File: src/verilog/lsu_macros.svh
/*
 * load/store unit build constants
 * lane count, word width and buffer depths
 */
`ifndef LSU_MACROS_SVH
`define LSU_MACROS_SVH

// lanes per warp instruction
`define LSU_NUM_LANES 4

// data and address width of one lane
`define LSU_XLEN 32

// outstanding loads in flight
`define LSU_PENDING_DEPTH 4

// entries per commit buffer
`define LSU_CBUF_DEPTH 2

`endif

File: src/verilog/lsu_pkg.sv
/*
 * load/store unit types
 * lane vectors, formats and the packed channel payloads
 */
`include "lsu_macros.svh"

package lsu_pkg;

    typedef logic [`LSU_XLEN-1:0]      word_t;
    typedef logic [`LSU_XLEN-3:0]      word_addr_t;
    typedef logic [`LSU_XLEN/8-1:0]    byteen_t;
    typedef logic [`LSU_NUM_LANES-1:0] lane_mask_t;
    typedef logic [1:0]                wid_t;
    typedef logic [4:0]                reg_idx_t;
    typedef logic [1:0]                align_t;

    // funct3 encoding
    typedef enum logic [2:0] {
        FMT_B  = 3'd0,
        FMT_H  = 3'd1,
        FMT_W  = 3'd2,
        FMT_BU = 3'd4,
        FMT_HU = 3'd5
    } lsu_fmt_e;

    typedef enum logic [1:0] {
        KIND_LOAD,
        KIND_STORE,
        KIND_FENCE
    } lsu_kind_e;

    typedef enum logic [0:0] {
        FENCE_IDLE,
        FENCE_WAIT
    } fence_state_e;

    typedef struct packed {
        wid_t                         wid;
        word_t                        pc;
        lane_mask_t                   tmask;
        reg_idx_t                     rd;
        lsu_kind_e                    kind;
        lsu_fmt_e                     fmt;
        word_t                        imm;
        word_t [`LSU_NUM_LANES-1:0]   rs1;
        word_t [`LSU_NUM_LANES-1:0]   rs2;
    } lsu_dispatch_t;

    typedef struct packed {
        logic                              rw;
        word_addr_t [`LSU_NUM_LANES-1:0]   word_addr;
        byteen_t [`LSU_NUM_LANES-1:0]      byteen;
        word_t [`LSU_NUM_LANES-1:0]        data;
    } mem_req_t;

    typedef struct packed {
        word_t [`LSU_NUM_LANES-1:0] data;
    } mem_rsp_t;

    // kept per load until its response returns
    typedef struct packed {
        wid_t                          wid;
        word_t                         pc;
        lane_mask_t                    tmask;
        reg_idx_t                      rd;
        lsu_fmt_e                      fmt;
        align_t [`LSU_NUM_LANES-1:0]   align;
    } load_meta_t;

    typedef struct packed {
        wid_t                         wid;
        word_t                        pc;
        lane_mask_t                   tmask;
        reg_idx_t                     rd;
        logic                         wb;
        word_t [`LSU_NUM_LANES-1:0]   data;
    } commit_t;

endpackage

File: src/verilog/lsu_addr_gen.sv
/*
 * per-lane address generation
 * effective address, byte enables and store data alignment
 */
`timescale 1ns/10ps
`include "lsu_macros.svh"

module lsu_addr_gen (
    input  lsu_pkg::lsu_dispatch_t                 dispatch,
    output lsu_pkg::mem_req_t                      req,
    output lsu_pkg::align_t [`LSU_NUM_LANES-1:0]   align
);
    import lsu_pkg::*;

    localparam ASHIFT = $clog2(`LSU_XLEN / 8);

    always_comb begin
        word_t   full_addr;
        align_t  lane_align;
        byteen_t size_mask;

        req.rw = (dispatch.kind == KIND_STORE);
        for (int i = 0; i < `LSU_NUM_LANES; i++) begin
            full_addr  = dispatch.rs1[i] + dispatch.imm;
            lane_align = full_addr[ASHIFT-1:0];

            // access size from the format, placed at the byte offset
            case (dispatch.fmt)
                FMT_B, FMT_BU: size_mask = byteen_t'(1) << lane_align;
                FMT_H, FMT_HU: size_mask = byteen_t'(3) << {lane_align[1], 1'b0};
                default:       size_mask = '1;
            endcase

            align[i]         = lane_align;
            req.word_addr[i] = full_addr[`LSU_XLEN-1:ASHIFT];
            // inactive lanes write nothing
            req.byteen[i]    = dispatch.tmask[i] ? size_mask : '0;
            req.data[i]      = dispatch.rs2[i] << {lane_align, 3'b000};
        end
    end

endmodule

File: src/verilog/lsu_req_issue.sv
/*
 * request issue control
 * fence wait state and load/store/fence handshake steering
 */
`timescale 1ns/10ps

module lsu_req_issue (
    input  logic                clk,
    input  logic                reset,
    input  logic                dispatch_valid,
    input  lsu_pkg::lsu_kind_e  kind,
    output logic                dispatch_ready,
    input  logic                mem_req_ready,
    output logic                mem_req_valid,
    input  logic                pending_empty,
    input  logic                pending_full,
    input  logic                mem_busy,
    input  logic                st_buf_ready,
    output logic                st_commit_push,
    output logic                load_push
);
    import lsu_pkg::*;

    fence_state_e fence_state;
    logic         is_load;
    logic         is_fence;
    logic         fence_clear;
    logic         issue_ok;
    logic         dispatch_fire;

    assign is_load     = (kind == KIND_LOAD);
    assign is_fence    = (kind == KIND_FENCE);
    assign fence_clear = pending_empty && !mem_busy;

    // loads need queue space, stores need a commit slot
    assign issue_ok = (fence_state == FENCE_IDLE) && (is_load ? !pending_full : st_buf_ready);

    assign mem_req_valid  = dispatch_valid && !is_fence && issue_ok;
    assign dispatch_ready = is_fence ? (fence_clear && st_buf_ready)
                                     : (mem_req_ready && issue_ok);
    assign dispatch_fire  = dispatch_valid && dispatch_ready;

    assign load_push      = dispatch_fire && is_load;
    // fences commit through the store path
    assign st_commit_push = dispatch_fire && !is_load;

    always_ff @(posedge clk) begin
        if (reset) begin
            fence_state <= FENCE_IDLE;
        end else begin
            case (fence_state)
                FENCE_IDLE: if (dispatch_valid && is_fence && !fence_clear) begin
                    fence_state <= FENCE_WAIT;
                end
                FENCE_WAIT: if (fence_clear) begin
                    fence_state <= FENCE_IDLE;
                end
                default: fence_state <= FENCE_IDLE;
            endcase
        end
    end

endmodule

File: src/verilog/lsu_pending_queue.sv
/*
 * pending load queue
 * in-order FIFO of load metadata awaiting memory responses
 */
`timescale 1ns/10ps
`include "lsu_macros.svh"

module lsu_pending_queue (
    input  logic                clk,
    input  logic                reset,
    input  logic                push,
    input  lsu_pkg::load_meta_t meta_in,
    input  logic                pop,
    output lsu_pkg::load_meta_t meta_out,
    output logic                empty,
    output logic                full
);
    import lsu_pkg::*;

    localparam AW = $clog2(`LSU_PENDING_DEPTH);

    load_meta_t entries [`LSU_PENDING_DEPTH];

    // extra top bit tells full from empty
    logic [AW:0] wr_ptr;
    logic [AW:0] rd_ptr;

    always_ff @(posedge clk) begin
        if (reset) begin
            wr_ptr <= '0;
            rd_ptr <= '0;
        end else begin
            if (push) begin
                wr_ptr <= wr_ptr + 1'b1;
            end
            if (pop) begin
                rd_ptr <= rd_ptr + 1'b1;
            end
        end
    end

    always_ff @(posedge clk) begin
        if (push) begin
            entries[wr_ptr[AW-1:0]] <= meta_in;
        end
    end

    assign meta_out = entries[rd_ptr[AW-1:0]];
    assign empty    = (wr_ptr == rd_ptr);
    assign full     = (wr_ptr[AW-1:0] == rd_ptr[AW-1:0]) && (wr_ptr[AW] != rd_ptr[AW]);

endmodule

File: src/verilog/lsu_load_format.sv
/*
 * load response formatting
 * byte/half selection and sign or zero extension per lane
 */
`timescale 1ns/10ps
`include "lsu_macros.svh"

module lsu_load_format (
    input  lsu_pkg::mem_rsp_t   rsp,
    input  lsu_pkg::load_meta_t meta,
    output lsu_pkg::commit_t    result
);
    import lsu_pkg::*;

    always_comb begin
        logic [15:0] data16;
        logic [7:0]  data8;

        result.wid   = meta.wid;
        result.pc    = meta.pc;
        result.tmask = meta.tmask;
        result.rd    = meta.rd;
        result.wb    = 1'b1;

        for (int i = 0; i < `LSU_NUM_LANES; i++) begin
            // half by align bit 1, then byte by align bit 0
            data16 = meta.align[i][1] ? rsp.data[i][31:16] : rsp.data[i][15:0];
            data8  = meta.align[i][0] ? data16[15:8] : data16[7:0];

            case (meta.fmt)
                FMT_B:   result.data[i] = word_t'(signed'(data8));
                FMT_H:   result.data[i] = word_t'(signed'(data16));
                FMT_BU:  result.data[i] = word_t'(data8);
                FMT_HU:  result.data[i] = word_t'(data16);
                default: result.data[i] = rsp.data[i];
            endcase
        end
    end

endmodule

File: src/verilog/lsu_commit_arb.sv
/*
 * commit arbiter
 * store and load commit buffers, round-robin onto one commit port
 */
`timescale 1ns/10ps
`include "lsu_macros.svh"

module lsu_commit_arb (
    input  logic             clk,
    input  logic             reset,
    input  logic             st_valid,
    input  lsu_pkg::commit_t st_commit,
    output logic             st_ready,
    input  logic             ld_valid,
    input  lsu_pkg::commit_t ld_commit,
    output logic             ld_ready,
    output logic             commit_valid,
    output lsu_pkg::commit_t commit,
    input  logic             commit_ready
);
    import lsu_pkg::*;

    localparam AW = $clog2(`LSU_CBUF_DEPTH);

    // source 0 is the store path, source 1 the load path
    logic [1:0]          src_valid;
    commit_t [1:0]       src_commit;
    wire [1:0]           src_ready;
    wire [1:0]           buf_nonempty;
    wire commit_t [1:0]  buf_head;
    logic [1:0]          buf_pop;
    logic                last_grant;
    logic                sel;
    logic                commit_fire;

    assign src_valid  = {ld_valid, st_valid};
    assign src_commit = {ld_commit, st_commit};
    assign st_ready   = src_ready[0];
    assign ld_ready   = src_ready[1];

    for (genvar s = 0; s < 2; s++) begin : g_buf
        commit_t     entries [`LSU_CBUF_DEPTH];
        logic [AW-1:0] wr_ptr;
        logic [AW-1:0] rd_ptr;
        logic [AW:0]   count;
        logic          push;

        assign push            = src_valid[s] && src_ready[s];
        assign src_ready[s]    = (count < (AW+1)'(`LSU_CBUF_DEPTH));
        assign buf_nonempty[s] = (count != '0);
        assign buf_head[s]     = entries[rd_ptr];

        always_ff @(posedge clk) begin
            if (reset) begin
                wr_ptr <= '0;
                rd_ptr <= '0;
                count  <= '0;
            end else begin
                if (push) begin
                    wr_ptr <= (wr_ptr == AW'(`LSU_CBUF_DEPTH - 1)) ? '0 : wr_ptr + 1'b1;
                end
                if (buf_pop[s]) begin
                    rd_ptr <= (rd_ptr == AW'(`LSU_CBUF_DEPTH - 1)) ? '0 : rd_ptr + 1'b1;
                end
                case ({push, buf_pop[s]})
                    2'b10:   count <= count + 1'b1;
                    2'b01:   count <= count - 1'b1;
                    default: count <= count;
                endcase
            end
        end

        always_ff @(posedge clk) begin
            if (push) begin
                entries[wr_ptr] <= src_commit[s];
            end
        end
    end

    // alternate when both wait
    assign sel          = (buf_nonempty == 2'b11) ? ~last_grant : buf_nonempty[1];
    assign commit_valid = |buf_nonempty;
    assign commit       = buf_head[sel];
    assign commit_fire  = commit_valid && commit_ready;
    assign buf_pop      = {commit_fire && sel, commit_fire && !sel};

    always_ff @(posedge clk) begin
        if (reset) begin
            last_grant <= 1'b0;
        end else if (commit_fire) begin
            last_grant <= sel;
        end
    end

endmodule

File: src/verilog/lsu_unit.sv
/*
 * SIMD load/store unit top
 * dispatch to memory request, in-order load return, shared commit port
 */
`timescale 1ns/10ps
`include "lsu_macros.svh"

module lsu_unit (
    input  logic                   clk,
    input  logic                   reset,
    input  logic                   dispatch_valid,
    input  lsu_pkg::lsu_dispatch_t dispatch,
    output logic                   dispatch_ready,
    output logic                   mem_req_valid,
    output lsu_pkg::mem_req_t      mem_req,
    input  logic                   mem_req_ready,
    input  logic                   mem_rsp_valid,
    input  lsu_pkg::mem_rsp_t      mem_rsp,
    output logic                   mem_rsp_ready,
    input  logic                   mem_busy,
    output logic                   commit_valid,
    output lsu_pkg::commit_t       commit,
    input  logic                   commit_ready
);
    import lsu_pkg::*;

    align_t [`LSU_NUM_LANES-1:0] req_align;
    load_meta_t                  meta_in;
    load_meta_t                  meta_out;
    commit_t                     st_commit;
    commit_t                     ld_commit;
    logic                        pending_empty;
    logic                        pending_full;
    logic                        st_buf_ready;
    logic                        st_commit_push;
    logic                        load_push;
    logic                        mem_rsp_fire;

    lsu_addr_gen i_addr_gen (
        .dispatch (dispatch),
        .req      (mem_req),
        .align    (req_align)
    );

    lsu_req_issue i_req_issue (
        .clk            (clk),
        .reset          (reset),
        .dispatch_valid (dispatch_valid),
        .kind           (dispatch.kind),
        .dispatch_ready (dispatch_ready),
        .mem_req_ready  (mem_req_ready),
        .mem_req_valid  (mem_req_valid),
        .pending_empty  (pending_empty),
        .pending_full   (pending_full),
        .mem_busy       (mem_busy),
        .st_buf_ready   (st_buf_ready),
        .st_commit_push (st_commit_push),
        .load_push      (load_push)
    );

    always_comb begin
        meta_in.wid   = dispatch.wid;
        meta_in.pc    = dispatch.pc;
        meta_in.tmask = dispatch.tmask;
        meta_in.rd    = dispatch.rd;
        meta_in.fmt   = dispatch.fmt;
        meta_in.align = req_align;
    end

    assign mem_rsp_fire = mem_rsp_valid && mem_rsp_ready;

    lsu_pending_queue i_pending_queue (
        .clk      (clk),
        .reset    (reset),
        .push     (load_push),
        .meta_in  (meta_in),
        .pop      (mem_rsp_fire),
        .meta_out (meta_out),
        .empty    (pending_empty),
        .full     (pending_full)
    );

    lsu_load_format i_load_format (
        .rsp    (mem_rsp),
        .meta   (meta_out),
        .result (ld_commit)
    );

    // stores and fences commit with no write-back
    always_comb begin
        st_commit.wid   = dispatch.wid;
        st_commit.pc    = dispatch.pc;
        st_commit.tmask = dispatch.tmask;
        st_commit.rd    = dispatch.rd;
        st_commit.wb    = 1'b0;
        st_commit.data  = '0;
    end

    lsu_commit_arb i_commit_arb (
        .clk          (clk),
        .reset        (reset),
        .st_valid     (st_commit_push),
        .st_commit    (st_commit),
        .st_ready     (st_buf_ready),
        .ld_valid     (mem_rsp_valid),
        .ld_commit    (ld_commit),
        .ld_ready     (mem_rsp_ready),
        .commit_valid (commit_valid),
        .commit       (commit),
        .commit_ready (commit_ready)
    );

endmodule

File: config.mk
export PLATFORM = sky130hd
export DESIGN_NAME = lsu_unit
export DESIGN_NICKNAME = d
export VERILOG_FILES = /design/src/verilog/lsu_pkg.sv /design/src/verilog/lsu_addr_gen.sv /design/src/verilog/lsu_req_issue.sv /design/src/verilog/lsu_pending_queue.sv /design/src/verilog/lsu_load_format.sv /design/src/verilog/lsu_commit_arb.sv /design/src/verilog/lsu_unit.sv
export VERILOG_INCLUDE_DIRS = /design/src /design/src/verilog
export SDC_FILE = /design/constraint.sdc
export NUM_CORES = 1
export LEC_CHECK = 0
export ABC_AREA = 1
export BUFFER_PORTS_ARGS = -buffer_cell sky130_fd_sc_hd__buf_2
export CORE_MARGIN = 2
export CORE_UTILIZATION = 35
export CTS_CLUSTER_DIAMETER = 60
export CTS_CLUSTER_SIZE = 8
export DETAILED_ROUTE_END_ITERATION = 7
export PLACE_DENSITY_LB_ADDON = 0.08
export SYNTH_ARGS = -nofsm -noshare
export SYNTH_HDL_FRONTEND = slang
export SYNTH_HIERARCHICAL = 1
export SYNTH_SLANG_ARGS = --single-unit
File: constraint.sdc
create_clock -name clk -period 23.9 [get_ports clk]
set_input_delay 1.195 -clock clk [delete_from_list [all_inputs] [get_ports clk]]
set_output_delay 1.195 -clock clk [all_outputs]
set_load 0.02 [all_outputs]
==> results of run 1 <==
-- state kept, by name, indices dropped and copies added (netlist names), named ones only --
register and cells:
i_pending_queue/rd_ptr 3, i_commit_arb/g_buf.wr_ptr 2, i_commit_arb/g_buf.rd_ptr 2, i_pending_queue/wr_ptr 3, i_commit_arb/g_buf.entries 688, i_commit_arb/last_grant 1, i_commit_arb/g_buf.count 4, i_req_issue/fence_state 1
i_pending_queue/entries 216
-- kinds of logic (layout without fill, tap and decap cells) --
logic type	Yosys count	count (layout)
AND/OR/NAND/NOR	2586	2586
buffers and inverters	1132	2028
flip-flops	924	924
AO/OA/AOI/OAI	636	636
multiplexers	172	172
adder cells (fa/ha/maj)	135	135
XOR/XNOR	67	67
other	2	284
-- worst register-to-register path, cell delays in order (launching register included) --
cell and delay [ps]:
sky130_fd_sc_hd__dfxtp_4 780, sky130_fd_sc_hd__buf_4 590, sky130_fd_sc_hd__nand2_1 160, sky130_fd_sc_hd__nand3_1 140
sky130_fd_sc_hd__nand2_4 340, sky130_fd_sc_hd__nor3_2 850, sky130_fd_sc_hd__nand2_1 650, sky130_fd_sc_hd__nand3_1 430
-- metal layers --
metal	up-vias	part of all wire (%)	GRT usage (%)
met1	19750	39	32.25
met4	36	6.2	15.03
li1	20530	-	-
met5	-	0.11	0
met2	1420	48	45.72
met3	444	6.0	5.168
-- final timing paths --
kind | from | endpoint | slack, ps | cells after the start
min | i_commit_arb/last_grant | i_commit_arb/last_grant | 480 | 2
max | dispatch[256] | mem_req[115] | 18520 | 7
max reg2reg | flop | i_commit_arb/g_buf[1].entries[0][92] | 19740 | 7
min reg2reg | i_commit_arb/last_grant | i_commit_arb/last_grant | 480 | 2
-- cell type report --
type / count / area [sq um]
fill: 14420 / 82140
sequential: 924 / 27560
multi-input combinational: 3855 / 19470
timing repair buffer: 953 / 4925
clock buffer: 166 / 3516
inverter: 887 / 3331
tap: 1903 / 2381
clock inverter: 22 / 451.7
antenna: 25 / 62.56
-- power breakdown --
part           internal [mW]  total (mW)  leakage, nW  switching [mW]
combinational          0.734        2.79         18.1            2.05
sequential              2.08        2.15         8.48          0.0703
clock                   1.06        1.78         1.90           0.717
-- cells in the final DEF, fill, tap and decap left out, types with 18 or more instances in the layout --
cell,count
sky130_fd_sc_hd__diode_2,25
sky130_fd_sc_hd__mux2i_1,172
sky130_fd_sc_hd__a22oi_1,35
sky130_fd_sc_hd__clkbuf_1,30
sky130_fd_sc_hd__conb_1,259
sky130_fd_sc_hd__nand2_1,1777
sky130_fd_sc_hd__buf_4,38
sky130_fd_sc_hd__o211ai_1,180
sky130_fd_sc_hd__ha_1,131
sky130_fd_sc_hd__edfxtp_1,904
sky130_fd_sc_hd__nand4_1,18
sky130_fd_sc_hd__nand3_1,300
sky130_fd_sc_hd__xor2_1,53
sky130_fd_sc_hd__nor2_1,377
sky130_fd_sc_hd__o21ai_0,219
sky130_fd_sc_hd__or2_1,40
sky130_fd_sc_hd__a21oi_1,116
sky130_fd_sc_hd__clkbuf_16,136
sky130_fd_sc_hd__buf_2,911
sky130_fd_sc_hd__inv_1,875
sky130_fd_sc_hd__o221ai_1,56
-- per-stage QoR --
step                cells  hold WS, ps  setup WS, ps  power [mW]
global route         8721        495.0         18410       7.072
finish               8735        480.9         18520       6.722
CTS                  8710        483.0         18550       6.825
global placement     8522        463.6         18660       5.001
detailed placement   8522        477.2         18570       5.012
floorplan            5911        450.9         14130       3.926
==> results.tsv, run 1 <==
metric	value	unit
critical_path.slowest_cell	sky130_fd_sc_hd__fa_1	
cts_repair_resize_count	0	
critPathMaxFanout	21	
cts-buffers-inserted	136	
synth-simple-area-share	20.56	%
final_layout_size_suffix_gt1_share	17.35	%
worstSetupEndpointType	primary output	
placed_area	0.05766	sq mm
worst_setup_path_start_kind	input port	
die_height	384.8	um
final_hold_viol_count	0	
tritoncts_clock_tree	built	
critPathMostFrequentCell	sky130_fd_sc_hd__buf_2	
hold_path_class	flop to flop	
combinational_family_with_the_most_area_after_synthesis	simple AND/OR/NAND/NOR gates	
crit_type	input port to primary output	
synth_xor_area_share	1.156	%
boundaryPins	912	
flow.area_growth_from_synthesis	21.57	%
avgSynthCellArea	8.975	sq um
final_core_utilization	42.89	%
power_density_over_the_cells	109.0	mW/mm^2
crit_path_dat	4190	ps
grt_max_degree	158	
min_period_over_period	22.53	%
crit_path_max_incr_delay	1050	ps
edff_count_synth	904	
rsz_0062_raised_after_global_routing	false	
finalSetupViolations	0	
timing.critical_path.cells	buf_2 > ha_1 > inv_1 > fa_1 > nand2_1 > o221ai_1 > buf_2	
cts-root-buf	sky130_fd_sc_hd__clkbuf_16	
chipWidth	384.8	um
fmax	185.7	MHz
synthDominantCellAreaShare	53.49	%
grt_first_pass_wirelength	284.3	mm
detail_route.vias_per_cell	4.829	
run_status	finished clean	
skew	41.76	ps
core.rowCount	139	
finish.net_count	7363	
numClockSinks	924	
routed_wirelength	205.7	mm
coreArea	0.1438	sq mm
synth-compound-area-share	7.843	%
path_buf_inv	3	
hold_buffers	0	
ctsHtreeMaxLevel	4	
grtUsageTotal	27.01	%
cts.clk_slew.worst_paths	50	ps
design.die.area	0.1481	sq mm
routabilityCongestion	0.9980	
p_leak	28.54	nW
port-buffer-count	911	
initial_utilization	35.28	%
yosys_most_used_dff	sky130_fd_sc_hd__edfxtp_1	
ys_top_cells_by_area	sky130_fd_sc_hd__edfxtp_1 (53%), sky130_fd_sc_hd__nand2_1 (13%), sky130_fd_sc_hd__inv_1 (6.5%)	
postSynthCellCount	5654	
post_synth_top_cells	sky130_fd_sc_hd__nand2_1 (1778), sky130_fd_sc_hd__edfxtp_1 (904), sky130_fd_sc_hd__inv_1 (879)	
wire_per_inst	23.55	um
cts_setup_buffers	0	
grt_overflow_total	0	
drv.max_cap_violation_count	0	
dp_hpwl	156.1	mm
clock_tree.buffer_depth	3	
most_common_cell_in_the_netlist	sky130_fd_sc_hd__nand2_1	
drv_slew	0	
vdd_ir_max	0.1071	mV
detail_route.first_pass.iterations	6	
cp_data_required_time	22710	ps
synthAdderAreaFrac	3.388	%
setup_tns	0	ps
synth.cell_area	0.05075	sq mm
synth_sequential_area_ratio	54.28	%
drc_errors	0	
vias	42180	
stdcell_area	0.06169	sq mm
drtAntennaViolNets	0	
insertion_delay	760	ps
flop_and_latch_count_out_of_synthesis	924	
slew_headroom	15.89	%
library_cell_with_the_largest_summed_area_after_synthesis	sky130_fd_sc_hd__edfxtp_1	
antenna_found_initial	67	
transition_time_at_the_pin_with_the_least_slew_margin	1259	ps
time_the_final_worst_path_needs_with_i_o_delays_and_setup	5384	ps
drt-initial-drc-count	3053	
yosys_warnings	6	
first_global_vias	40020	
cpLargestDelayFamily	adder cells	
asr_flop_ratio_synth	0	%
post_synth_mux_area_share	3.393	%
ys_types	43	
Note: power is estimated with default switching activity, not from simulation.
==> run 2: changes to the inputs <==
==> constraint.sdc (replaced) <==
create_clock -name clk -period 4.4 [get_ports clk]
set_input_delay 0.22 -clock clk [delete_from_list [all_inputs] [get_ports clk]]
set_output_delay 0.22 -clock clk [all_outputs]
set_load 0.02 [all_outputs]
==> results.tsv, run 2 (synthesis results as in run 1) <==
metric	value	unit	change
run_status	finished clean		
power_density_over_the_cells	569.9	mW/mm^2	+420%
core.rowCount	139		unchanged
first_global_vias	41770		+4.4%
postLayoutSetupSlackWorst	266.1	ps	-18250 ps
routed_wirelength	208.9	mm	+1.5%
layout.cells.most_common_list	sky130_fd_sc_hd__nand2_1 (1777), sky130_fd_sc_hd__buf_2 (911), sky130_fd_sc_hd__edfxtp_1 (904)		
dp_hpwl	160.7	mm	+2.9%
largest_reg_flops	688		unchanged
grt_overflow_total	0		unchanged
top_regs	i_commit_arb/g_buf.entries x688, i_pending_queue/entries x216, i_commit_arb/g_buf.count x4		
grt_first_pass_wirelength	289.9	mm	+1.9%
drtAntennaViolNets	0		unchanged
flow.area_growth_from_synthesis	25.95	%	
antenna_found_initial	48		-28%
final_hold_viol_count	0		unchanged
skew	30.17	ps	-11.59 ps
finalSetupViolations	0		unchanged
transition_time_at_the_pin_with_the_least_slew_margin	1094	ps	-164.2 ps
slew_headroom	26.26	%	+10 points
insertion_delay	740	ps	-20 ps
coreArea	0.1438	sq mm	unchanged
drv_slew	0		unchanged
drv.max_cap_violation_count	0		unchanged
rsz_0062_raised_after_global_routing	false		
fmax	241.9	MHz	
tritoncts_clock_tree	built		
p_total	36.42	mW	+440%
initial_utilization	35.28	%	unchanged
critPathMaxFanout	81		+290%
die_height	384.8	um	unchanged
stdcell_area	0.06391	sq mm	+3.6%
wire_per_inst	23.33	um	-0.93%
port-buffer-count	911		unchanged
vias	43150		+2.3%
time_the_final_worst_path_needs_with_i_o_delays_and_setup	4134	ps	
routabilityCongestion	1.007		+0.87%
ctsHtreeMaxLevel	4		unchanged
design.die.area	0.1481	sq mm	unchanged
detail_route.vias_per_cell	4.820		-0.20%
largest_register	i_commit_arb/g_buf.entries		
detail_route.first_pass.iterations	5		-1
numClockSinks	924		unchanged
finish.net_count	7592		+3.1%
vdd_ir_max	0.4959	mV	+360%
chipWidth	384.8	um	unchanged
worst_setup_path_start_kind	flop		
cts_repair_resize_count	0		unchanged
cts-buffers-inserted	134		-1.5%
drt-initial-drc-count	2968		-2.8%
fillcell_total	14180		-1.6%
worstSetupEndpointType	flop		
crit_path_dat	4740	ps	+550 ps
drc_errors	0		unchanged
final_layout_size_suffix_gt1_share	17.12	%	-0.23 points
grt_max_degree	112		-29%
pre_cts_ws	821.1	ps	-17750 ps
grtUsageTotal	27.45	%	+0.43 points
hold_path_class	input port to flop		
cp_data_required_time	5000	ps	-17710 ps
boundaryPins	912		unchanged
p_leak	29.49	nW	+3.3%
placed_area	0.05805	sq mm	+0.68%
min_period_over_period	93.95	%	
crit_type	flop to flop		
layout.cells.most_common	sky130_fd_sc_hd__nand2_1		
cts-root-buf	sky130_fd_sc_hd__clkbuf_16		
clock_tree.buffer_depth	3		unchanged
cts.clk_slew.worst_paths	50	ps	about the same
run 2: routing by layer:
layer | global-route usage [%] | up-vias | share of wire [%]
li1 | - | 20990 | -
met1 | 32.12 | 20210 | 39
met2 | 47.63 | 1483 | 49
met3 | 5.531 | 437 | 6.1
met4 | 13.91 | 36 | 5.8
met5 | 0 | - | 0.11
run 2: path summary, 6_finish.rpt:
kind | start | end | slack, ps | depth (start not counted)
worst min register to register | i_commit_arb/last_grant | i_commit_arb/last_grant | 480 | 2
worst min-delay path | mem_rsp[69] | i_commit_arb/g_buf[1].entries[0][69] | 60 | 4
worst max-delay path | flop | i_commit_arb/g_buf[1].entries[1][7] | 270 | 9
worst max register to register | flop | i_commit_arb/g_buf[1].entries[1][7] | 270 | 9
run 2: cell type report:
cell class / instances / area, sq um / share of cell area (%)
clock inverters: 15 / 261.5 / 0.4092
inverters: 887 / 3331 / 5.211
diodes: 21 / 52.55 / 0.08222
flip-flops and latches: 924 / 27560 / 43.12
repair buffers: 1184 / 7357 / 11.51
well taps: 1903 / 2381 / 3.725
multi-input cells: 3855 / 19470 / 30.46
clock buffers: 163 / 3505 / 5.483
run 2: worst max-delay path: stages (launching register included):
cell and delay, ps:
sky130_fd_sc_hd__dfxtp_4 800, sky130_fd_sc_hd__nand2_1 130, sky130_fd_sc_hd__nand3_1 160, sky130_fd_sc_hd__nand2_4 340, sky130_fd_sc_hd__nor2_4 850, sky130_fd_sc_hd__buf_4 320, sky130_fd_sc_hd__a22oi_1 90, sky130_fd_sc_hd__dlygate4sd3_1 590
sky130_fd_sc_hd__nand2_1 60, sky130_fd_sc_hd__dlygate4sd3_1 560
run 2: power by group:
part           total (mW)  internal [mW]  switching (mW)
registers            11.7           11.3           0.415
clock network        9.37           5.63            3.74
logic                15.3           4.39            10.9
total                36.4           21.3            15.1
run 2: timing repair:
item	in CTS	in global routing
hold endpoints to repair	535	0
hold buffers	204	0
buffers inserted	0	0
setup endpoints to repair	0	0
run 2: metrics by stage:
stage	utilization, %	hold WS, ps	instances	setup TNS [ps]
after floorplan	-	292.4	5911	-641730
after global placement	40.36	459.3	8549	0
after detailed placement	40.36	468.7	8549	0
after CTS	44.40	1.361	8931	0
after global routing	44.41	31.99	8939	0
final	44.44	64.24	8952	0
